## src/source/dot_cfg.svh

```systemverilog
// ---------------------------------------------------------------------
// Fixed-point widths, vector depth and multiplier latency
// ---------------------------------------------------------------------
`ifndef DOT_CFG_SVH
`define DOT_CFG_SVH

// Signed Q8.8 operands
`define DOT_WIDTH     16
`define DOT_INT_WIDTH 8

// Accumulator and result, Q24.8, wraps modulo 2**32
`define DOT_ACC_WIDTH 32

// Elements per operand vector
`define DOT_DEPTH     16

// Cycles from go to done
`define DOT_MULT_LAT  2

`endif
```

## src/source/dot_pkg.sv

```systemverilog
// ---------------------------------------------------------------------
// Number types and channel structs of the dot-product accelerator
// ---------------------------------------------------------------------
`include "dot_cfg.svh"

package dot_pkg;

  // Signed Q8.8 operand
  typedef logic signed [`DOT_WIDTH-1:0] fix_t;

  // Signed Q24.8 accumulator
  typedef logic signed [`DOT_ACC_WIDTH-1:0] acc_t;

  typedef logic [$clog2(`DOT_DEPTH)-1:0] addr_t;

  // Command length, 0 up to DOT_DEPTH inclusive
  typedef logic [$clog2(`DOT_DEPTH+1)-1:0] len_t;

  // Write bank select
  localparam logic BANK_A = 1'b0;
  localparam logic BANK_B = 1'b1;

  typedef struct packed {
    logic  bank;
    addr_t addr;
    fix_t  data;
  } wr_req_t;

  typedef struct packed {
    len_t len;
  } cmd_t;

  typedef struct packed {
    acc_t sum;
  } res_t;

endpackage

```

## src/source/dot_top.sv

```systemverilog
// ---------------------------------------------------------------------
// Dot-product accelerator top level
// Two operand memories, command sequencer and pipelined multiplier
// ---------------------------------------------------------------------
`timescale 1ns/100ps

module dot_top (
  input  logic             clk,
  input  logic             reset,
  input  logic             wr_valid,
  output logic             wr_ready,
  input  dot_pkg::wr_req_t wr,
  input  logic             cmd_valid,
  output logic             cmd_ready,
  input  dot_pkg::cmd_t    cmd,
  output logic             res_valid,
  input  logic             res_ready,
  output dot_pkg::res_t    res
);
  import dot_pkg::*;

  logic  idle;
  logic  wr_fire;
  logic  we_a;
  logic  we_b;
  logic  go;
  logic  done;
  addr_t read_addr;
  fix_t  read_a;
  fix_t  read_b;
  fix_t  left;
  fix_t  right;
  fix_t  product;

  // Writes are only taken between commands
  assign wr_ready = idle;
  assign wr_fire  = wr_valid && wr_ready;
  assign we_a     = wr_fire && (wr.bank == BANK_A);
  assign we_b     = wr_fire && (wr.bank == BANK_B);

  vec_mem mem_a (
    .clk        (clk),
    .write_en   (we_a),
    .write_addr (wr.addr),
    .write_data (wr.data),
    .read_addr  (read_addr),
    .read_data  (read_a)
  );

  vec_mem mem_b (
    .clk        (clk),
    .write_en   (we_b),
    .write_addr (wr.addr),
    .write_data (wr.data),
    .read_addr  (read_addr),
    .read_data  (read_b)
  );

  dot_seq seq (
    .clk       (clk),
    .reset     (reset),
    .cmd_valid (cmd_valid),
    .cmd_ready (cmd_ready),
    .cmd       (cmd),
    .res_valid (res_valid),
    .res_ready (res_ready),
    .res       (res),
    .idle      (idle),
    .read_addr (read_addr),
    .read_a    (read_a),
    .read_b    (read_b),
    .go        (go),
    .left      (left),
    .right     (right),
    .done      (done),
    .product   (product)
  );

  fp_mult_pipe mult (
    .clk   (clk),
    .reset (reset),
    .go    (go),
    .left  (left),
    .right (right),
    .out   (product),
    .done  (done)
  );

endmodule

```

## src/source/dot_seq.sv

```systemverilog
// ---------------------------------------------------------------------
// Dot-product command sequencer
// Issues element reads, feeds the multiplier, accumulates products
// and holds the sum on the result channel until it is taken
// ---------------------------------------------------------------------
`timescale 1ns/100ps
`include "dot_cfg.svh"

module dot_seq (
  input  logic           clk,
  input  logic           reset,
  input  logic           cmd_valid,
  output logic           cmd_ready,
  input  dot_pkg::cmd_t  cmd,
  output logic           res_valid,
  input  logic           res_ready,
  output dot_pkg::res_t  res,
  output logic           idle,
  output dot_pkg::addr_t read_addr,
  input  dot_pkg::fix_t  read_a,
  input  dot_pkg::fix_t  read_b,
  output logic           go,
  output dot_pkg::fix_t  left,
  output dot_pkg::fix_t  right,
  input  logic           done,
  input  dot_pkg::fix_t  product
);
  import dot_pkg::*;

  typedef enum logic [1:0] {
    IDLE,
    ISSUE,
    DRAIN,
    HOLD
  } state_t;

  state_t state;
  len_t   len_q;
  len_t   done_cnt;
  addr_t  addr_q;
  logic   issue_q;
  logic   cmd_fire;
  logic   last_addr;
  logic   finish;
  acc_t   acc_q;
  acc_t   product_ext;

  assign idle      = (state == IDLE);
  assign cmd_ready = idle;
  assign res_valid = (state == HOLD);
  assign cmd_fire  = cmd_valid && idle;
  assign read_addr = addr_q;
  assign last_addr = ({1'b0, addr_q} == len_q - 1'b1);
  assign finish    = (state == DRAIN) && (done_cnt == len_q);

  // Memory data lags the address by one cycle, so go lags issue
  assign go    = issue_q;
  assign left  = read_a;
  assign right = read_b;

  assign product_ext = {{(`DOT_ACC_WIDTH-`DOT_WIDTH){product[`DOT_WIDTH-1]}}, product};

  always_ff @(posedge clk) begin
    if (reset) begin
      state   <= IDLE;
      addr_q  <= '0;
      issue_q <= 1'b0;
    end else begin
      issue_q <= (state == ISSUE);
      case (state)
        IDLE: begin
          if (cmd_valid) begin
            addr_q <= '0;
            // Zero length skips straight to the drain check
            state  <= (cmd.len == '0) ? DRAIN : ISSUE;
          end
        end
        ISSUE: begin
          addr_q <= addr_q + 1'b1;
          if (last_addr) begin
            state <= DRAIN;
          end
        end
        DRAIN: begin
          if (finish) begin
            state <= HOLD;
          end
        end
        HOLD: begin
          if (res_ready) begin
            state <= IDLE;
          end
        end
        default: state <= IDLE;
      endcase
    end
  end

  // Completed products of the current command
  always_ff @(posedge clk) begin
    if (reset) begin
      done_cnt <= '0;
    end else if (cmd_fire) begin
      done_cnt <= '0;
    end else if (done) begin
      done_cnt <= done_cnt + 1'b1;
    end
  end

  always_ff @(posedge clk) begin
    if (cmd_fire) begin
      len_q <= cmd.len;
      acc_q <= '0;
    end else if (done) begin
      acc_q <= acc_q + product_ext;
    end
    // Sum stays put through HOLD
    if (finish) begin
      res.sum <= acc_q;
    end
  end

endmodule

```

## src/source/vec_mem.sv

```systemverilog
// ---------------------------------------------------------------------
// Operand vector memory
// Synchronous write port, registered read port
// ---------------------------------------------------------------------
`timescale 1ns/100ps
`include "dot_cfg.svh"

module vec_mem (
  input  logic           clk,
  input  logic           write_en,
  input  dot_pkg::addr_t write_addr,
  input  dot_pkg::fix_t  write_data,
  input  dot_pkg::addr_t read_addr,
  output dot_pkg::fix_t  read_data
);
  import dot_pkg::*;

  fix_t mem [`DOT_DEPTH];

  always_ff @(posedge clk) begin
    if (write_en) begin
      mem[write_addr] <= write_data;
    end
  end

  // Read data appears one cycle after the address
  always_ff @(posedge clk) begin
    read_data <= mem[read_addr];
  end

endmodule

```

## src/source/fp_mult_pipe.sv

```systemverilog
// ---------------------------------------------------------------------
// Two-stage pipelined signed fixed-point multiplier
// One go per cycle, each go returns its own done two cycles later
// ---------------------------------------------------------------------
`timescale 1ns/100ps
`include "dot_cfg.svh"

module fp_mult_pipe (
  input  logic          clk,
  input  logic          reset,
  input  logic          go,
  input  dot_pkg::fix_t left,
  input  dot_pkg::fix_t right,
  output dot_pkg::fix_t out,
  output logic          done
);
  import dot_pkg::*;

  localparam int PROD_WIDTH = 2 * `DOT_WIDTH;
  localparam int FRAC_WIDTH = `DOT_WIDTH - `DOT_INT_WIDTH;

  fix_t                         left_q;
  fix_t                         right_q;
  logic signed [PROD_WIDTH-1:0] prod_q;
  logic [`DOT_MULT_LAT-1:0]     valid_q;

  // Valid bits walk alongside the data stages
  always_ff @(posedge clk) begin
    if (reset) begin
      valid_q <= '0;
    end else begin
      valid_q <= {valid_q[`DOT_MULT_LAT-2:0], go};
    end
  end

  // Stage one, operand registers
  always_ff @(posedge clk) begin
    if (go) begin
      left_q  <= left;
      right_q <= right;
    end
  end

  // Stage two, full-width product of sign-extended operands
  always_ff @(posedge clk) begin
    if (valid_q[0]) begin
      prod_q <= PROD_WIDTH'(left_q) * PROD_WIDTH'(right_q);
    end
  end

  // Dropping the low fraction bits rounds toward minus infinity
  assign out  = prod_q[PROD_WIDTH-`DOT_INT_WIDTH-1:FRAC_WIDTH];
  assign done = valid_q[`DOT_MULT_LAT-1];

endmodule

```

## config.mk

```make
export PLATFORM = sky130hd
export DESIGN_NAME = dot_top
export DESIGN_NICKNAME = d
export VERILOG_FILES = /design/src/source/dot_pkg.sv /design/src/source/dot_top.sv /design/src/source/dot_seq.sv /design/src/source/vec_mem.sv /design/src/source/fp_mult_pipe.sv
export VERILOG_INCLUDE_DIRS = /design/src /design/src/source
export SDC_FILE = /design/constraint.sdc
export NUM_CORES = 1
export LEC_CHECK = 0
export BUFFER_PORTS_ARGS = -buffer_cell sky130_fd_sc_hd__buf_2
export CELL_PAD_IN_SITES_DETAIL_PLACEMENT = 2
export CELL_PAD_IN_SITES_GLOBAL_PLACEMENT = 2
export CORE_MARGIN = 2
export CORE_UTILIZATION = 39
export DETAILED_ROUTE_END_ITERATION = 8
export PLACE_DENSITY_LB_ADDON = 0.1
export SYNTH_ARGS = -nofsm -noshare
export SYNTH_HDL_FRONTEND = slang
export SYNTH_SLANG_ARGS = --single-unit
```

## constraint.sdc

```tcl
create_clock -name clk -period 11.5 [get_ports clk]
set_input_delay 0.575 -clock clk [delete_from_list [all_inputs] [get_ports clk]]
set_output_delay 0.575 -clock clk [all_outputs]
set_load 0.1 [all_outputs]
```

==> results.tsv <==
stage	metric	value	unit
floorplan	die height	296	um
detailed_routing	met3 wire len	2.72	mm
clocking	H-tree Lvls	3	
yosys	Area contributors post-synth	edfxtp_1 (54%), fa_1 (11%), mux4_2 (11%)	
clocking	worst skew pair latency	0.64	ns
yosys	Yosys warnings	0	
timing	Final Setup Violations	0	
yosys	Synth Area in Simple Gates	0.0616	
yosys	count leader, synth	edfxtp_1	
yosys	post-synth top area share	0.538	
yosys	combinational family with the most area after synthesis	adder cells	
power	Power Dens Cells	329	nW/um^2
floorplan	Core ar.	84900	um^2
timing	Max Clock Skew	0.0625	ns
yosys	Synth Area in Adders	0.153	
timing	RSZ-0062 raised after global routing	no	
yosys	Synth Flop Type	edfxtp_1	
detailed_routing	DRT Pass-1 Iters	5	
global_routing	gr usage total	0.208	
detailed_routing	via/cell ratio	5.24	
timing	Worst-Margin Slew	1.10	ns
detailed_routing	post-route ant nets	0	
yosys	Yosys cell types	66	
yosys	Mapped Area	33300	um^2
global_routing	number of global-route vias before repair	20647	
clocking	clock slew at the register clock pins of the worst setup and hold paths	0.06	ns
timing	period utilization	0.575	
place	post-placement cell area	35200	um^2
critical_path	CP Data Arrival Time	6.99	ns
timing	final max-slew violation count	0	
clocking	CTS root buf	clkbuf_16	
clocking	Hold-fix buffers, CTS	0	
yosys	post-synthesis mux area share	0.115	
detailed_routing	Residual DRC	0	
yosys	Post-Synth XOR/XNOR Area	0.0189	
critical_path	Startpoint Class	register	
yosys	asr flop ratio synth	0	
yosys	Seq cells post-synth	675	
final_layout	multi-input combinational cell area	12700	um^2
final_layout	Finished Cell Area	37700	um^2
detailed_routing	uppermost layer routed	met5	
place	count of buffers from port buffering	65	
clocking	Inserted Clock Buffers	75	
final_layout	Nets	2542	
timing	Final Hold Fails	0	
yosys	synthesized instance count	2115	
critical_path	critical path type	reg2reg	
detailed_routing	met2 wire length	46.5	mm
critical_path	Critical Path Start	mult.left_q[11]	
flow_run	max cap viols	0	
power	Peak supply drop	0.434	mV
global_routing	total gr overflow	0	
floorplan	Row Count	107	
timing	Tmin final	6.62	ns
timing	setup TNS	0	ns
detailed_routing	Detailed Route WL	87.9	mm
place	hpwl dp	58.2	mm
yosys	Yosys top cell by area	edfxtp_1	
timing	Max-slew headroom	0.268	
global_routing	initial antenna violation count	12	
floorplan	chip width	296	um
detailed_routing	Routed wire per std cell	25.7	um
critical_path	Crit. End Element	register	
global_routing	first-pass GRT wire length	134	mm
yosys	Post-synth EDFFs	597	
yosys	compound-gate portion of the synthesized area	0.0291	
floorplan	io pins	66	
final_layout	Area Overhead vs Synth	13.3	%
critical_path	worst-path fanout max	13	
timing	Fmax achieved	0.151	GHz
global_routing	largest net degree at the start of global routing	53	
detailed_routing	starting DRC count in detailed routing	974	
place	GP Congestion	0.789	
yosys	sequential fraction of the synthesis area	0.585	
critical_path	Req. time, crit path	11.87	ns
power	Static Leak	13.4	nW
critical_path	RR Startpoint	mult.left_q[11]	
clocking	clk sink count	675	
floorplan	DIE AREA	87800	um^2
floorplan	Starting Density	0.392	
detailed_routing	DRT met1 WL	36.7	mm
clocking	CTS tree	done	
final_layout	register area	19500	um^2
final_layout	fillcell total	8186	
clocking	Post-CTS Setup Bufs	0	
final_layout	layout cells sized above 1	0.189	
worst_hold_path	hold_sp	cmd[4]	
clocking	largest buffer count on any clock path	3	
yosys	top cell types by occurrence after synthesis	edfxtp_1 (597), inv_1 (243), fa_1 (187), mux4_2 (160), nand2_1 (149)	
yosys	Mapped Nets	2441	
run_status	outcome	finished, final reports clean	
yosys	syn avg cell area	15.7	um^2
worst_hold_path	class of the worst hold path	in2reg	
clocking	post-cts sizing count	0	
final_layout	Layout Utilization	0.445	
detailed_routing	detailed-route via count	17936	
## state kept, by name, indices dropped and copies added (netlist names)
signal / flops
mem_a.mem: 256
mem_b.mem: 256
seq.acc_q: 32
seq.res: 32
mem_a.read_data: 16
mem_b.read_data: 16
mult.left_q: 16
mult.prod_q: 16
mult.right_q: 16
seq.done_cnt: 5
seq.len_q: 5
seq.read_addr: 4
mult.valid_q: 2
seq.state: 2
seq.go: 1
## critical path, stage by stage, from the launching register on
cell	delay, ns
edfxtp_1	0.74
nand2_1	0.17
fa_1	0.54
fa_1	0.58
fa_1	0.45
fa_1	0.56
fa_1	0.43
fa_1	0.50
inv_1	0.05
ha_1	0.32
o21ai_0	0.10
a21oi_1	0.20
o311ai_0	0.20
o21a_1	0.21
o311ai_1	0.67
o211a_1	0.30
o21a_1	0.14
nor2_1	0.05
xnor2_1	0.12
## per-layer routing
layer  vias up  track usage
met2       288        0.373
met5         -            0
met4         8       0.0525
met3       128       0.0296
li1       7818            -
met1      9694        0.265
## kinds of logic after synthesis
group           Yosys count
compound gates          136
xor+xnor                 72
fa+ha+maj               295
buf+inv                 329
flops                   675
mux                     183
simple gates            425
## cell type report
| type | count | area share |
|---|---|---|
| diodes | 1 | 0.0000663 |
| clock buffers | 101 | 0.0542 |
| clock inverters | 38 | 0.0132 |
| inverters | 244 | 0.0243 |
| multi-input cells | 1111 | 0.336 |
| flip-flops and latches | 675 | 0.517 |
| well taps | 1144 | 0.0379 |
| repair buffers | 109 | 0.0174 |
## power breakdown
group          switching [W]  total, W  internal [W]
clock network        0.00103   0.00244       0.00141
registers           0.000139   0.00329       0.00315
logic                0.00377   0.00668       0.00291
total                0.00494    0.0124       0.00747
## stage by stage
| stage | instances | setup WS [ns] | hold slack, ns | power [W] |
|---|---|---|---|---|
| 2_1_floorplan | 2115 | 5.66 | 0.386 | 0.00831 |
| 3_3_place_gp | 3283 | 5.07 | 0.387 | 0.00997 |
| 3_5_place_dp | 3283 | 4.83 | 0.392 | 0.0102 |
| 4_1_cts | 3422 | 4.86 | 0.0861 | 0.0127 |
| 5_1_grt | 3422 | 4.50 | 0.0923 | 0.0137 |
| 6_report | 3423 | 4.88 | 0.130 | 0.0124 |
## final timing paths
| path | slack (ns) | cells after the start | endpoint |
|---|---|---|---|
| setup / recovery | 4.88 | 18 | mult.prod_q[23] |
| hold reg to reg | 0.41 | 0 | mult.right_q[11] |
| hold / removal | 0.13 | 1 | seq.len_q[4] |
| setup reg to reg | 4.88 | 18 | mult.prod_q[23] |
## layout by cell type, fill, tap and decap left out, types with 44 or more instances in the layout
master	netlist	routed
mux4_2	160	160
and2_1	95	95
ha_1	108	108
nand2_1	149	149
edfxtp_1	597	597
buf_2	1	65
clkbuf_16	0	75
inv_1	243	243
nor2_1	83	58
fa_1	187	187
dfxtp_1	78	72
xnor2_1	52	52
buf_4	1	44
(Power assumes the default switching activity.)
